--- src/verilog/icache_params.svh ---
`ifndef ICACHE_PARAMS_SVH
`define ICACHE_PARAMS_SVH

// fetch address width in bits
`define ICACHE_ADDR_W 32

// one line is four 32-bit instructions
`define ICACHE_LINE_W 128

// associativity and depth
`define ICACHE_WAYS 4
`define ICACHE_SETS 64

// address split: tag | index | offset
`define ICACHE_INDEX_W 6
`define ICACHE_TAG_W 22
`define ICACHE_OFFSET_W 4

`endif
--- src/verilog/icache_ctrl_pkg.sv ---
`include "icache_params.svh"

package icache_ctrl_pkg;

	// fetch controller states
	typedef enum logic [2:0] {
		ST_IDLE,
		ST_LOOKUP,
		ST_REFILL_REQ,
		ST_REFILL_WAIT,
		ST_RESP
	} ctrl_state_e;

	// one bit per way, at most one set
	typedef logic [`ICACHE_WAYS-1:0] way_t;

	// victim pointer step, way 3 wraps to way 0
	function automatic way_t rotate_way(input way_t way);
		return {way[`ICACHE_WAYS-2:0], way[`ICACHE_WAYS-1]};
	endfunction

endpackage

--- src/verilog/icache_addr_pkg.sv ---
`include "icache_params.svh"

package icache_addr_pkg;

	typedef logic [`ICACHE_TAG_W-1:0] tag_t;
	typedef logic [`ICACHE_INDEX_W-1:0] index_t;
	// word within a line, byte offset bits dropped
	typedef logic [`ICACHE_OFFSET_W-3:0] word_sel_t;
	// word 0 sits in the low bits
	typedef logic [`ICACHE_LINE_W-1:0] line_t;

	function automatic tag_t addr_tag(input logic [`ICACHE_ADDR_W-1:0] addr);
		return addr[`ICACHE_ADDR_W-1 -: `ICACHE_TAG_W];
	endfunction

	function automatic index_t addr_index(input logic [`ICACHE_ADDR_W-1:0] addr);
		return addr[`ICACHE_OFFSET_W +: `ICACHE_INDEX_W];
	endfunction

	function automatic word_sel_t addr_word(input logic [`ICACHE_ADDR_W-1:0] addr);
		return addr[`ICACHE_OFFSET_W-1:2];
	endfunction

	function automatic logic [31:0] line_word(input line_t line, input word_sel_t sel);
		return line[32 * sel +: 32];
	endfunction

endpackage

--- src/verilog/icache_ctrl.sv ---
`include "icache_params.svh"

module icache_ctrl (
	input  logic                       clk,
	input  logic                       rst,
	input  logic                       fetch_req_valid,
	input  logic [`ICACHE_ADDR_W-1:0]  fetch_req_addr,
	output logic                       fetch_req_ready,
	output logic                       fetch_rsp_valid,
	output logic [31:0]                fetch_rsp_inst,
	input  logic                       fetch_rsp_ready,
	output logic                       mem_req_valid,
	output logic [`ICACHE_ADDR_W-1:0]  mem_req_addr,
	input  logic                       mem_req_ready,
	input  logic                       mem_rsp_valid,
	input  icache_addr_pkg::line_t     mem_rsp_line,
	output logic                       mem_rsp_ready,
	input  logic                       flush,
	output logic [`ICACHE_ADDR_W-1:0]  lookup_addr,
	input  icache_ctrl_pkg::way_t      hit_way,
	output logic                       fill_en,
	output icache_ctrl_pkg::way_t      fill_way,
	output logic [`ICACHE_ADDR_W-1:0]  fill_addr,
	output logic                       rd_en,
	output icache_ctrl_pkg::way_t      rd_way,
	output icache_addr_pkg::index_t    rd_index,
	output icache_addr_pkg::word_sel_t rd_word,
	input  logic [31:0]                rd_inst,
	output logic                       wr_en,
	output icache_ctrl_pkg::way_t      wr_way,
	output icache_addr_pkg::index_t    wr_index,
	output icache_addr_pkg::line_t     wr_line
);
	import icache_addr_pkg::*;
	import icache_ctrl_pkg::*;

	ctrl_state_e state_q;
	ctrl_state_e state_d;

	// accepted fetch address
	logic [`ICACHE_ADDR_W-1:0] addr_q;
	way_t victim_q;
	// data array output valid this cycle
	logic rd_pend_q;
	logic rsp_valid_q;
	logic [31:0] rsp_inst_q;

	logic req_fire;
	logic lookup_hit;
	logic refill_beat;
	logic rsp_fire;

	// flush has priority over a new fetch
	assign fetch_req_ready = (state_q == ST_IDLE) && !flush;
	assign req_fire = fetch_req_valid && fetch_req_ready;
	assign lookup_hit = (state_q == ST_LOOKUP) && |hit_way;
	assign refill_beat = mem_rsp_valid && mem_rsp_ready;
	assign rsp_fire = rsp_valid_q && fetch_rsp_ready;

	assign fetch_rsp_valid = rsp_valid_q;
	assign fetch_rsp_inst = rsp_inst_q;

	// line-aligned refill request
	assign mem_req_valid = (state_q == ST_REFILL_REQ);
	assign mem_req_addr = {addr_q[`ICACHE_ADDR_W-1:`ICACHE_OFFSET_W], {`ICACHE_OFFSET_W{1'b0}}};
	assign mem_rsp_ready = (state_q == ST_REFILL_WAIT);

	assign lookup_addr = addr_q;

	// hit read during lookup
	assign rd_en = lookup_hit;
	assign rd_way = hit_way;
	assign rd_index = addr_index(addr_q);
	assign rd_word = addr_word(addr_q);

	// fill goes to tags and data on the same beat
	assign fill_en = refill_beat;
	assign fill_way = victim_q;
	assign fill_addr = addr_q;
	assign wr_en = refill_beat;
	assign wr_way = victim_q;
	assign wr_index = addr_index(addr_q);
	assign wr_line = mem_rsp_line;

	always_comb begin
		state_d = state_q;
		case (state_q)
			ST_IDLE: begin
				if (req_fire) begin
					state_d = ST_LOOKUP;
				end
			end
			ST_LOOKUP: begin
				state_d = lookup_hit ? ST_RESP : ST_REFILL_REQ;
			end
			ST_REFILL_REQ: begin
				if (mem_req_ready) begin
					state_d = ST_REFILL_WAIT;
				end
			end
			ST_REFILL_WAIT: begin
				if (refill_beat) begin
					state_d = ST_RESP;
				end
			end
			ST_RESP: begin
				// held here under back-pressure
				if (rsp_fire) begin
					state_d = ST_IDLE;
				end
			end
			default: state_d = ST_IDLE;
		endcase
	end

	always_ff @(posedge clk) begin
		if (rst) begin
			state_q <= ST_IDLE;
			victim_q <= way_t'(1);
			rd_pend_q <= 1'b0;
			rsp_valid_q <= 1'b0;
		end else begin
			state_q <= state_d;
			// one step per refill
			if (refill_beat) begin
				victim_q <= rotate_way(victim_q);
			end
			rd_pend_q <= rd_en;
			if (rd_pend_q || refill_beat) begin
				rsp_valid_q <= 1'b1;
			end else if (rsp_fire) begin
				rsp_valid_q <= 1'b0;
			end
		end
	end

	always_ff @(posedge clk) begin
		if (req_fire) begin
			addr_q <= fetch_req_addr;
		end
		// hit word from the array, miss word straight off the refill beat
		if (rd_pend_q) begin
			rsp_inst_q <= rd_inst;
		end else if (refill_beat) begin
			rsp_inst_q <= line_word(mem_rsp_line, addr_word(addr_q));
		end
	end

	a_mem_req_hold: assert property (@(posedge clk) disable iff (rst)
		mem_req_valid && !mem_req_ready |=> mem_req_valid && $stable(mem_req_addr))
		else $error("icache ctrl: mem request dropped before ready");

endmodule

--- config.mk ---
export PLATFORM = sky130hd
export DESIGN_NAME = icache_ctrl
export DESIGN_NICKNAME = d
export VERILOG_FILES = /design/src/verilog/icache_ctrl_pkg.sv /design/src/verilog/icache_addr_pkg.sv /design/src/verilog/icache_ctrl.sv
export VERILOG_INCLUDE_DIRS = /design/src /design/src/verilog
export SDC_FILE = /design/constraint.sdc
export NUM_CORES = 1
export LEC_CHECK = 0
export ABC_AREA = 1
export CAP_MARGIN = 20
export CORE_AREA = 10 10 184 186
export DETAILED_ROUTE_END_ITERATION = 12
export DIE_AREA = 0 0 194 196
export DONT_BUFFER_PORTS = 1
export SLEW_MARGIN = 20
export SYNTH_ARGS = -nofsm -noshare
export SYNTH_HDL_FRONTEND = slang
export SYNTH_SLANG_ARGS = --single-unit
export TNS_END_PERCENT = 1
--- constraint.sdc ---
create_clock -name clk -period 4.3 [get_ports clk]
set_input_delay 1.075 -clock clk [delete_from_list [all_inputs] [get_ports clk]]
set_output_delay 1.075 -clock clk [all_outputs]
set_load 0.01 [all_outputs]
==> impl_metrics.ini, run 1 <==
[outcome]
status = finished, final reports clean

[hold_path]
timing.hold.worst.class = reg -> reg

[finish]
utilization = 0.146
final_layout_size_suffix_gt1_frac = 0.0757
final.fill_count = 3412
final_nets = 621
syn2layout_area_growth_pct = -16.4

[die]
die-height_um = 196
number_of_cell_rows = 64
boundaryPins = 492
core_area_um2 = 30300
die_width_um = 194
initial_core_util = 0.175
die_area_um2 = 38000

[clocking]
insertion_delay_to_the_later_sink_of_the_worst_skew_pair_ns = 0.35
cts.repair.resized = 0
tritoncts_clock_tree = built
postCtsHoldBufs = 0
clock_sink_count = 73
htreeDepth = 3
cts.root.buffer_cell = sky130_fd_sc_hd__clkbuf_16
clk_pin_slew_ns = 0.07
clock_path_buffers = 2
cts_buffers = 9
cts.repair_timing.setup_buffer_count = 0

[worst_setup_path]
critical_path_peak_fanout = 2
cp_slowest_cell = sky130_fd_sc_hd__a21oi_1
critical_path_arrival_ns = 1.42
critPathLaunchType = input port
timing.critical_path.cells = nor2_1 > a21oi_1
crit-reg2reg-launch = fill_addr[3]$_DFFE_PP_
worstSetupEndpointType = output pin
launch_point_of_the_worst_path = hit_way[3]
worstReg2RegEnd = fetch_rsp_inst[1]$_DFFE_PP_
cp_top_family = compound AO/OA/AOI/OAI gates
critPathKind = in -> out
crit_cells = 2
critical_path_buf_inv_count = 0
required_ns = 3.22
worst-r2r-cell-count = 5
ff2ff_setup_slack_ns = 2.21
worstSetupEndpoint = rd_en
cpPeakStageDelay_ns = 0.31

[sta]
final-max-slew-violation-count = 0
rsz0062_at_grt = no
timing.fmax_ghz = 0.402
finalHoldViolations = 0
fin_tns_setup_ns = 0
final_cycle_share = 0.579
worstMarginPinSlew_ns = 0.931
report.final.setup_viol = 0
postLayoutSetupSlackWorst_ns = 1.81
fin_skew_ns = 0.0127
worst_slew_margin_rel = 0.380
finalWorstPathRequiredPeriod_ns = 2.49

[routing]
detail_route.first_pass.iterations = 5
wirelength_um = 20000
route.antenna.remaining_nets = 0
avgRoutedWirePerCell_um = 24.4
drt_drc_violations_left = 0
via_per_inst = 4.11
iteration_0_drc_markers = 333
num_vias = 3370

[pwr]
power_density_nw_per_um2 = 575
peakVddDrop_uv = 179
power_leakage_nw = 1.46

[grt]
via_count_of_the_first_global_routing_pass = 3330
grt_first_pass_wirelength_um = 26400
grt_start_max_net_pins = 65
overflow = 0
number_of_antenna_violations_at_the_first_check_in_global_routing = 4
grt.total_usage = 0.0963

[flow_run]
maxCapViolCount = 0

[logic_synthesis]
synth-seq-cells = 73
ys.warnings.count = 0
synth_seq_area_share = 0.397
synthCells = 640
area_of_the_mapped_netlist_um2 = 5300
synthDistinctLibCells = 24
syn_avg_cell_area_um2 = 8.28

[place]
pre_cts_setup_slack_ns = 1.80
dp_hpwl_um = 16300
placement.io_buffers = 0
globalplace.congestion = 0.808
worst register-to-register path, cell delays in order (launching register included):
cell                       delay [ns]
sky130_fd_sc_hd__edfxtp_1        0.86
sky130_fd_sc_hd__inv_1           0.09
sky130_fd_sc_hd__buf_4           0.29
sky130_fd_sc_hd__nor2_1          0.17
sky130_fd_sc_hd__o21ai_0         0.27
sky130_fd_sc_hd__a31oi_1         0.27
per-stage QoR:
stage / area (um^2) / power, mW / cells / hold WS, ns
final: 4430 / 2.54 / 820 / 0.568
after global routing: 4420 / 2.70 / 819 / 0.616
after CTS: 4420 / 2.61 / 819 / 0.572
after detailed placement: 4100 / 1.73 / 803 / 0.561
after global placement: 4100 / 1.71 / 803 / 0.544
after floorplan: 5310 / 1.78 / 643 / 0.501
layout by cell type, fill, tap and decap left out, drive strengths merged, types with 2 or more instances in the layout:
| master | instances |
|---|---|
| a21oi | 6 |
| a31oi | 32 |
| buf | 6 |
| bufinv | 2 |
| clkbuf | 10 |
| clkinv | 2 |
| clkinvlp | 2 |
| conb | 4 |
| dfxtp | 9 |
| edfxtp | 64 |
| inv | 15 |
| nand2 | 19 |
| nand3 | 7 |
| nor2 | 177 |
| o21ai | 65 |
final cells by class:
| cell class | count | area (um^2) | share of cell area |
|---|---|---|---|
| Clock inverter | 6 | 92.6 | 0.0209 |
| Inverter | 15 | 56.3 | 0.0127 |
| Clock buffer | 10 | 229 | 0.0517 |
| Timing Repair Buffer | 6 | 45.0 | 0.0102 |
| Tap cell | 396 | 495 | 0.112 |
| Multi-Input combinational cell | 313 | 1400 | 0.317 |
| Antenna cell | 1 | 2.50 | 0.000565 |
| Sequential cell | 73 | 2100 | 0.475 |
registers in the layout, indices dropped and copies added (netlist names):
name	flops
fetch_rsp_inst	32
fetch_rsp_valid	1
fill_addr	32
fill_way	4
rd_pend_q	1
state_q	3
report_power, final:
| group | internal, mW | total, mW | switching [mW] |
|---|---|---|---|
| clock network | 0.512 | 0.854 | 0.342 |
| logic | 0.150 | 0.524 | 0.373 |
| registers | 0.952 | 1.17 | 0.213 |
| total | 1.61 | 2.54 | 0.929 |
worst min path at each step:
stage	from	end	slack [ns]	depth (start not counted)
floorplan	fill_way[0]$_SDFFE_PP1P_	fill_way[1]$_SDFFE_PP0P_	0.50	2
CTS	state_q[0]$_SDFFE_PP0P_	state_q[0]$_SDFFE_PP0P_	0.57	2
global route	state_q[0]$_SDFFE_PP0P_	state_q[0]$_SDFFE_PP0P_	0.62	2
global placement	state_q[0]$_SDFFE_PP0P_	state_q[0]$_SDFFE_PP0P_	0.54	2
finish	state_q[0]$_SDFFE_PP0P_	state_q[0]$_SDFFE_PP0P_	0.57	2
detailed placement	state_q[0]$_SDFFE_PP0P_	state_q[0]$_SDFFE_PP0P_	0.56	2
layer usage:
metal	wire, um	global-route usage
met1	7200	0.100
met2	9930	0.164
met3	2490	0.0484
met4	354	0.0342
met5	34	0
cell families after synthesis:
group | share of synthesized area
AO/OA/AOI/OAI | 0.107
buffers and inverters | 0.341
flip-flops | 0.397
other | 0.000708
AND/OR/NAND/NOR | 0.154
cells in the mapped netlist (all sizes together):
master / count / area share
inv: 15 / 0.011
nor2: 177 / 0.13
o211ai: 1 / 0.0024
nand3: 7 / 0.0076
or2: 1 / 0.0012
o21ai: 65 / 0.061
clkbuf: 9 / 0.0064
a31oi: 32 / 0.038
edfxtp: 64 / 0.36
a21oi: 6 / 0.0057
conb: 1 / 0.00071
dfxtp: 9 / 0.034
nor3: 1 / 0.00094
nand2: 19 / 0.017
buf: 233 / 0.32
Power figures use the tool's default switching activity.
==> run 2: changes to the inputs <==
==> constraint.sdc (replaced) <==
create_clock -name clk -period 2.5 [get_ports clk]
set_input_delay 0.625 -clock clk [delete_from_list [all_inputs] [get_ports clk]]
set_output_delay 0.625 -clock clk [all_outputs]
set_load 0.01 [all_outputs]
==> run 2 against run 1 <==
Critical path depth up 3. Combinational power up 78%. Routed wire length up 6.9%. Clock-buffer cell count up 2. Sequential cell count unchanged. Sequential power up 71%. Hold slack worse by 0.23 ns. Utilization up 0.12 points. Global-route usage up 0.84 points. Clock skew up 0.0057 ns.
==> impl_metrics.ini, run 2 (synthesized netlist as in run 1, its figures left out) <==
[finish]
final.fill_count = 3425
most-common-layout-cells = 175 x sky130_fd_sc_hd__nor2_1, 64 x sky130_fd_sc_hd__edfxtp_1, 58 x sky130_fd_sc_hd__o21ai_0, 32 x sky130_fd_sc_hd__a31oi_1, 16 x sky130_fd_sc_hd__nand2_1
layout_commonest_cell = sky130_fd_sc_hd__nor2_1
final_layout_size_suffix_gt1_frac = 0.0822
regArea_um2 = 2100
syn2layout_area_growth_pct = -15.8
multi_input_area_um2 = 1410
final_nets = 624

[worst_setup_path]
ff2ff_setup_slack_ns = 0.39
critPathLaunchType = register
crit-reg2reg-launch = fill_addr[2]$_DFFE_PP_
critPathKind = reg -> reg
critical_path_peak_fanout = 67
worstSetupEndpointType = register
launch_point_of_the_worst_path = fill_addr[2]$_DFFE_PP_
critical_path_arrival_ns = 2.28
required_ns = 2.67

[sta]
fin_tns_setup_ns = 0
finalHoldViolations = 0
timing.fmax_ghz = 0.474
final-max-slew-violation-count = 0
fin_skew_ns = 0.0184
finalWorstPathRequiredPeriod_ns = 2.11
postLayoutSetupSlackWorst_ns = 0.390
worst_slew_margin_rel = 0.420
worstMarginPinSlew_ns = 0.869
final_cycle_share = 0.844
report.final.setup_viol = 0
rsz0062_at_grt = no

[clocking]
cts.repair_timing.setup_buffer_count = 0
htreeDepth = 3
clock_sink_count = 73
postCtsHoldBufs = 0
cts_buffers = 9
insertion_delay_to_the_later_sink_of_the_worst_skew_pair_ns = 0.35
cts.repair.resized = 0
tritoncts_clock_tree = built
clk_pin_slew_ns = 0.07
cts.root.buffer_cell = sky130_fd_sc_hd__clkbuf_16
clock_path_buffers = 2

[grt]
grtUsageMet1 = 0.105
grt_first_pass_wirelength_um = 28500
grt.total_usage = 0.105
grt_start_max_net_pins = 68
overflow = 0
gr-usage-met3 = 0.0544
met2_usage = 0.182
top_usage_layer = met2
via_count_of_the_first_global_routing_pass = 3466
number_of_antenna_violations_at_the_first_check_in_global_routing = 10

[die]
initial_core_util = 0.175
die_width_um = 194
number_of_cell_rows = 64
core_area_um2 = 30300
boundaryPins = 492
die-height_um = 196
die_area_um2 = 38000

[routing]
via_per_inst = 4.16
wirelength_um = 21400
iteration_0_drc_markers = 245
route.antenna.remaining_nets = 0
avgRoutedWirePerCell_um = 25.9
detail_route.first_pass.iterations = 5
num_vias = 3435
drt_drc_violations_left = 0

[pwr]
total_power_mw = 4.31
power_density_nw_per_um2 = 967
power_leakage_nw = 1.48
peakVddDrop_uv = 251

[hold_path]
timing.hold.worst.class = in -> reg
worst_hold_startpoint = rst

[place]
dp_hpwl_um = 17500
globalplace.congestion = 0.780
pre_cts_setup_slack_ns = 0.427
placement.io_buffers = 0

[flow_run]
maxCapViolCount = 0

[outcome]
status = finished, final reports clean
-- run 2: cell count changes in the layout (fill, tap and decap cells not counted), sizes merged --
cell / delta
buf: +3
bufinv: -2
clkbuf: +2
clkinv: -2
clkinvlp: +1
diode: +2
inv: +1
-- run 2: cell type report --
| class | count | area share |
|---|---|---|
| tap | 396 | 0.111 |
| clock inverter | 4 | 0.00701 |
| inverter | 15 | 0.0126 |
| antenna | 3 | 0.00168 |
| sequential | 73 | 0.471 |
| timing repair buffer | 9 | 0.0180 |
| clock buffer | 12 | 0.0626 |
| multi-input combinational | 313 | 0.316 |
-- run 2: per-layer routing --
metal	up-vias	wire length [um]
met5	-	110
met4	16	393
met3	32	2590
met2	364	10800
met1	1582	7450
li1	1441	-
-- run 2: critical path, stage by stage, from the launching register on --
cell and delay [ns]:
sky130_fd_sc_hd__edfxtp_1 0.35, sky130_fd_sc_hd__buf_4 0.65, sky130_fd_sc_hd__nor2_1 0.12, sky130_fd_sc_hd__nor2_1 0.11
sky130_fd_sc_hd__o21ai_0 0.32, sky130_fd_sc_hd__a31oi_1 0.33
-- run 2: power breakdown --
| part | total (mW) | internal (mW) | switching (mW) | leakage, nW |
|---|---|---|---|---|
| Sequential | 2.00 | 1.64 | 0.363 | 0.660 |
| Combinational | 0.933 | 0.278 | 0.655 | 0.675 |
| Clock | 1.38 | 0.799 | 0.581 | 0.142 |
-- run 2: per-stage QoR --
stage / instance area [um^2] / utilization / hold WS [ns] / cells
floorplan: 5310 / - / 0.501 / 643
global placement: 4140 / 0.137 / 0.545 / 806
detailed placement: 4140 / 0.137 / 0.549 / 806
CTS: 4450 / 0.147 / 0.314 / 822
global route: 4460 / 0.147 / 0.317 / 823
finish: 4460 / 0.147 / 0.342 / 825
-- run 2: path summary, 6_finish.rpt --
| path | endpoint | depth (start not counted) |
|---|---|---|
| max | fetch_rsp_inst[0]$_DFFE_PP_ | 5 |
| min | fill_way[3]$_SDFFE_PP0P_ | 1 |
| min reg2reg | state_q[0]$_SDFFE_PP0P_ | 2 |
| max reg2reg | fetch_rsp_inst[0]$_DFFE_PP_ | 5 |
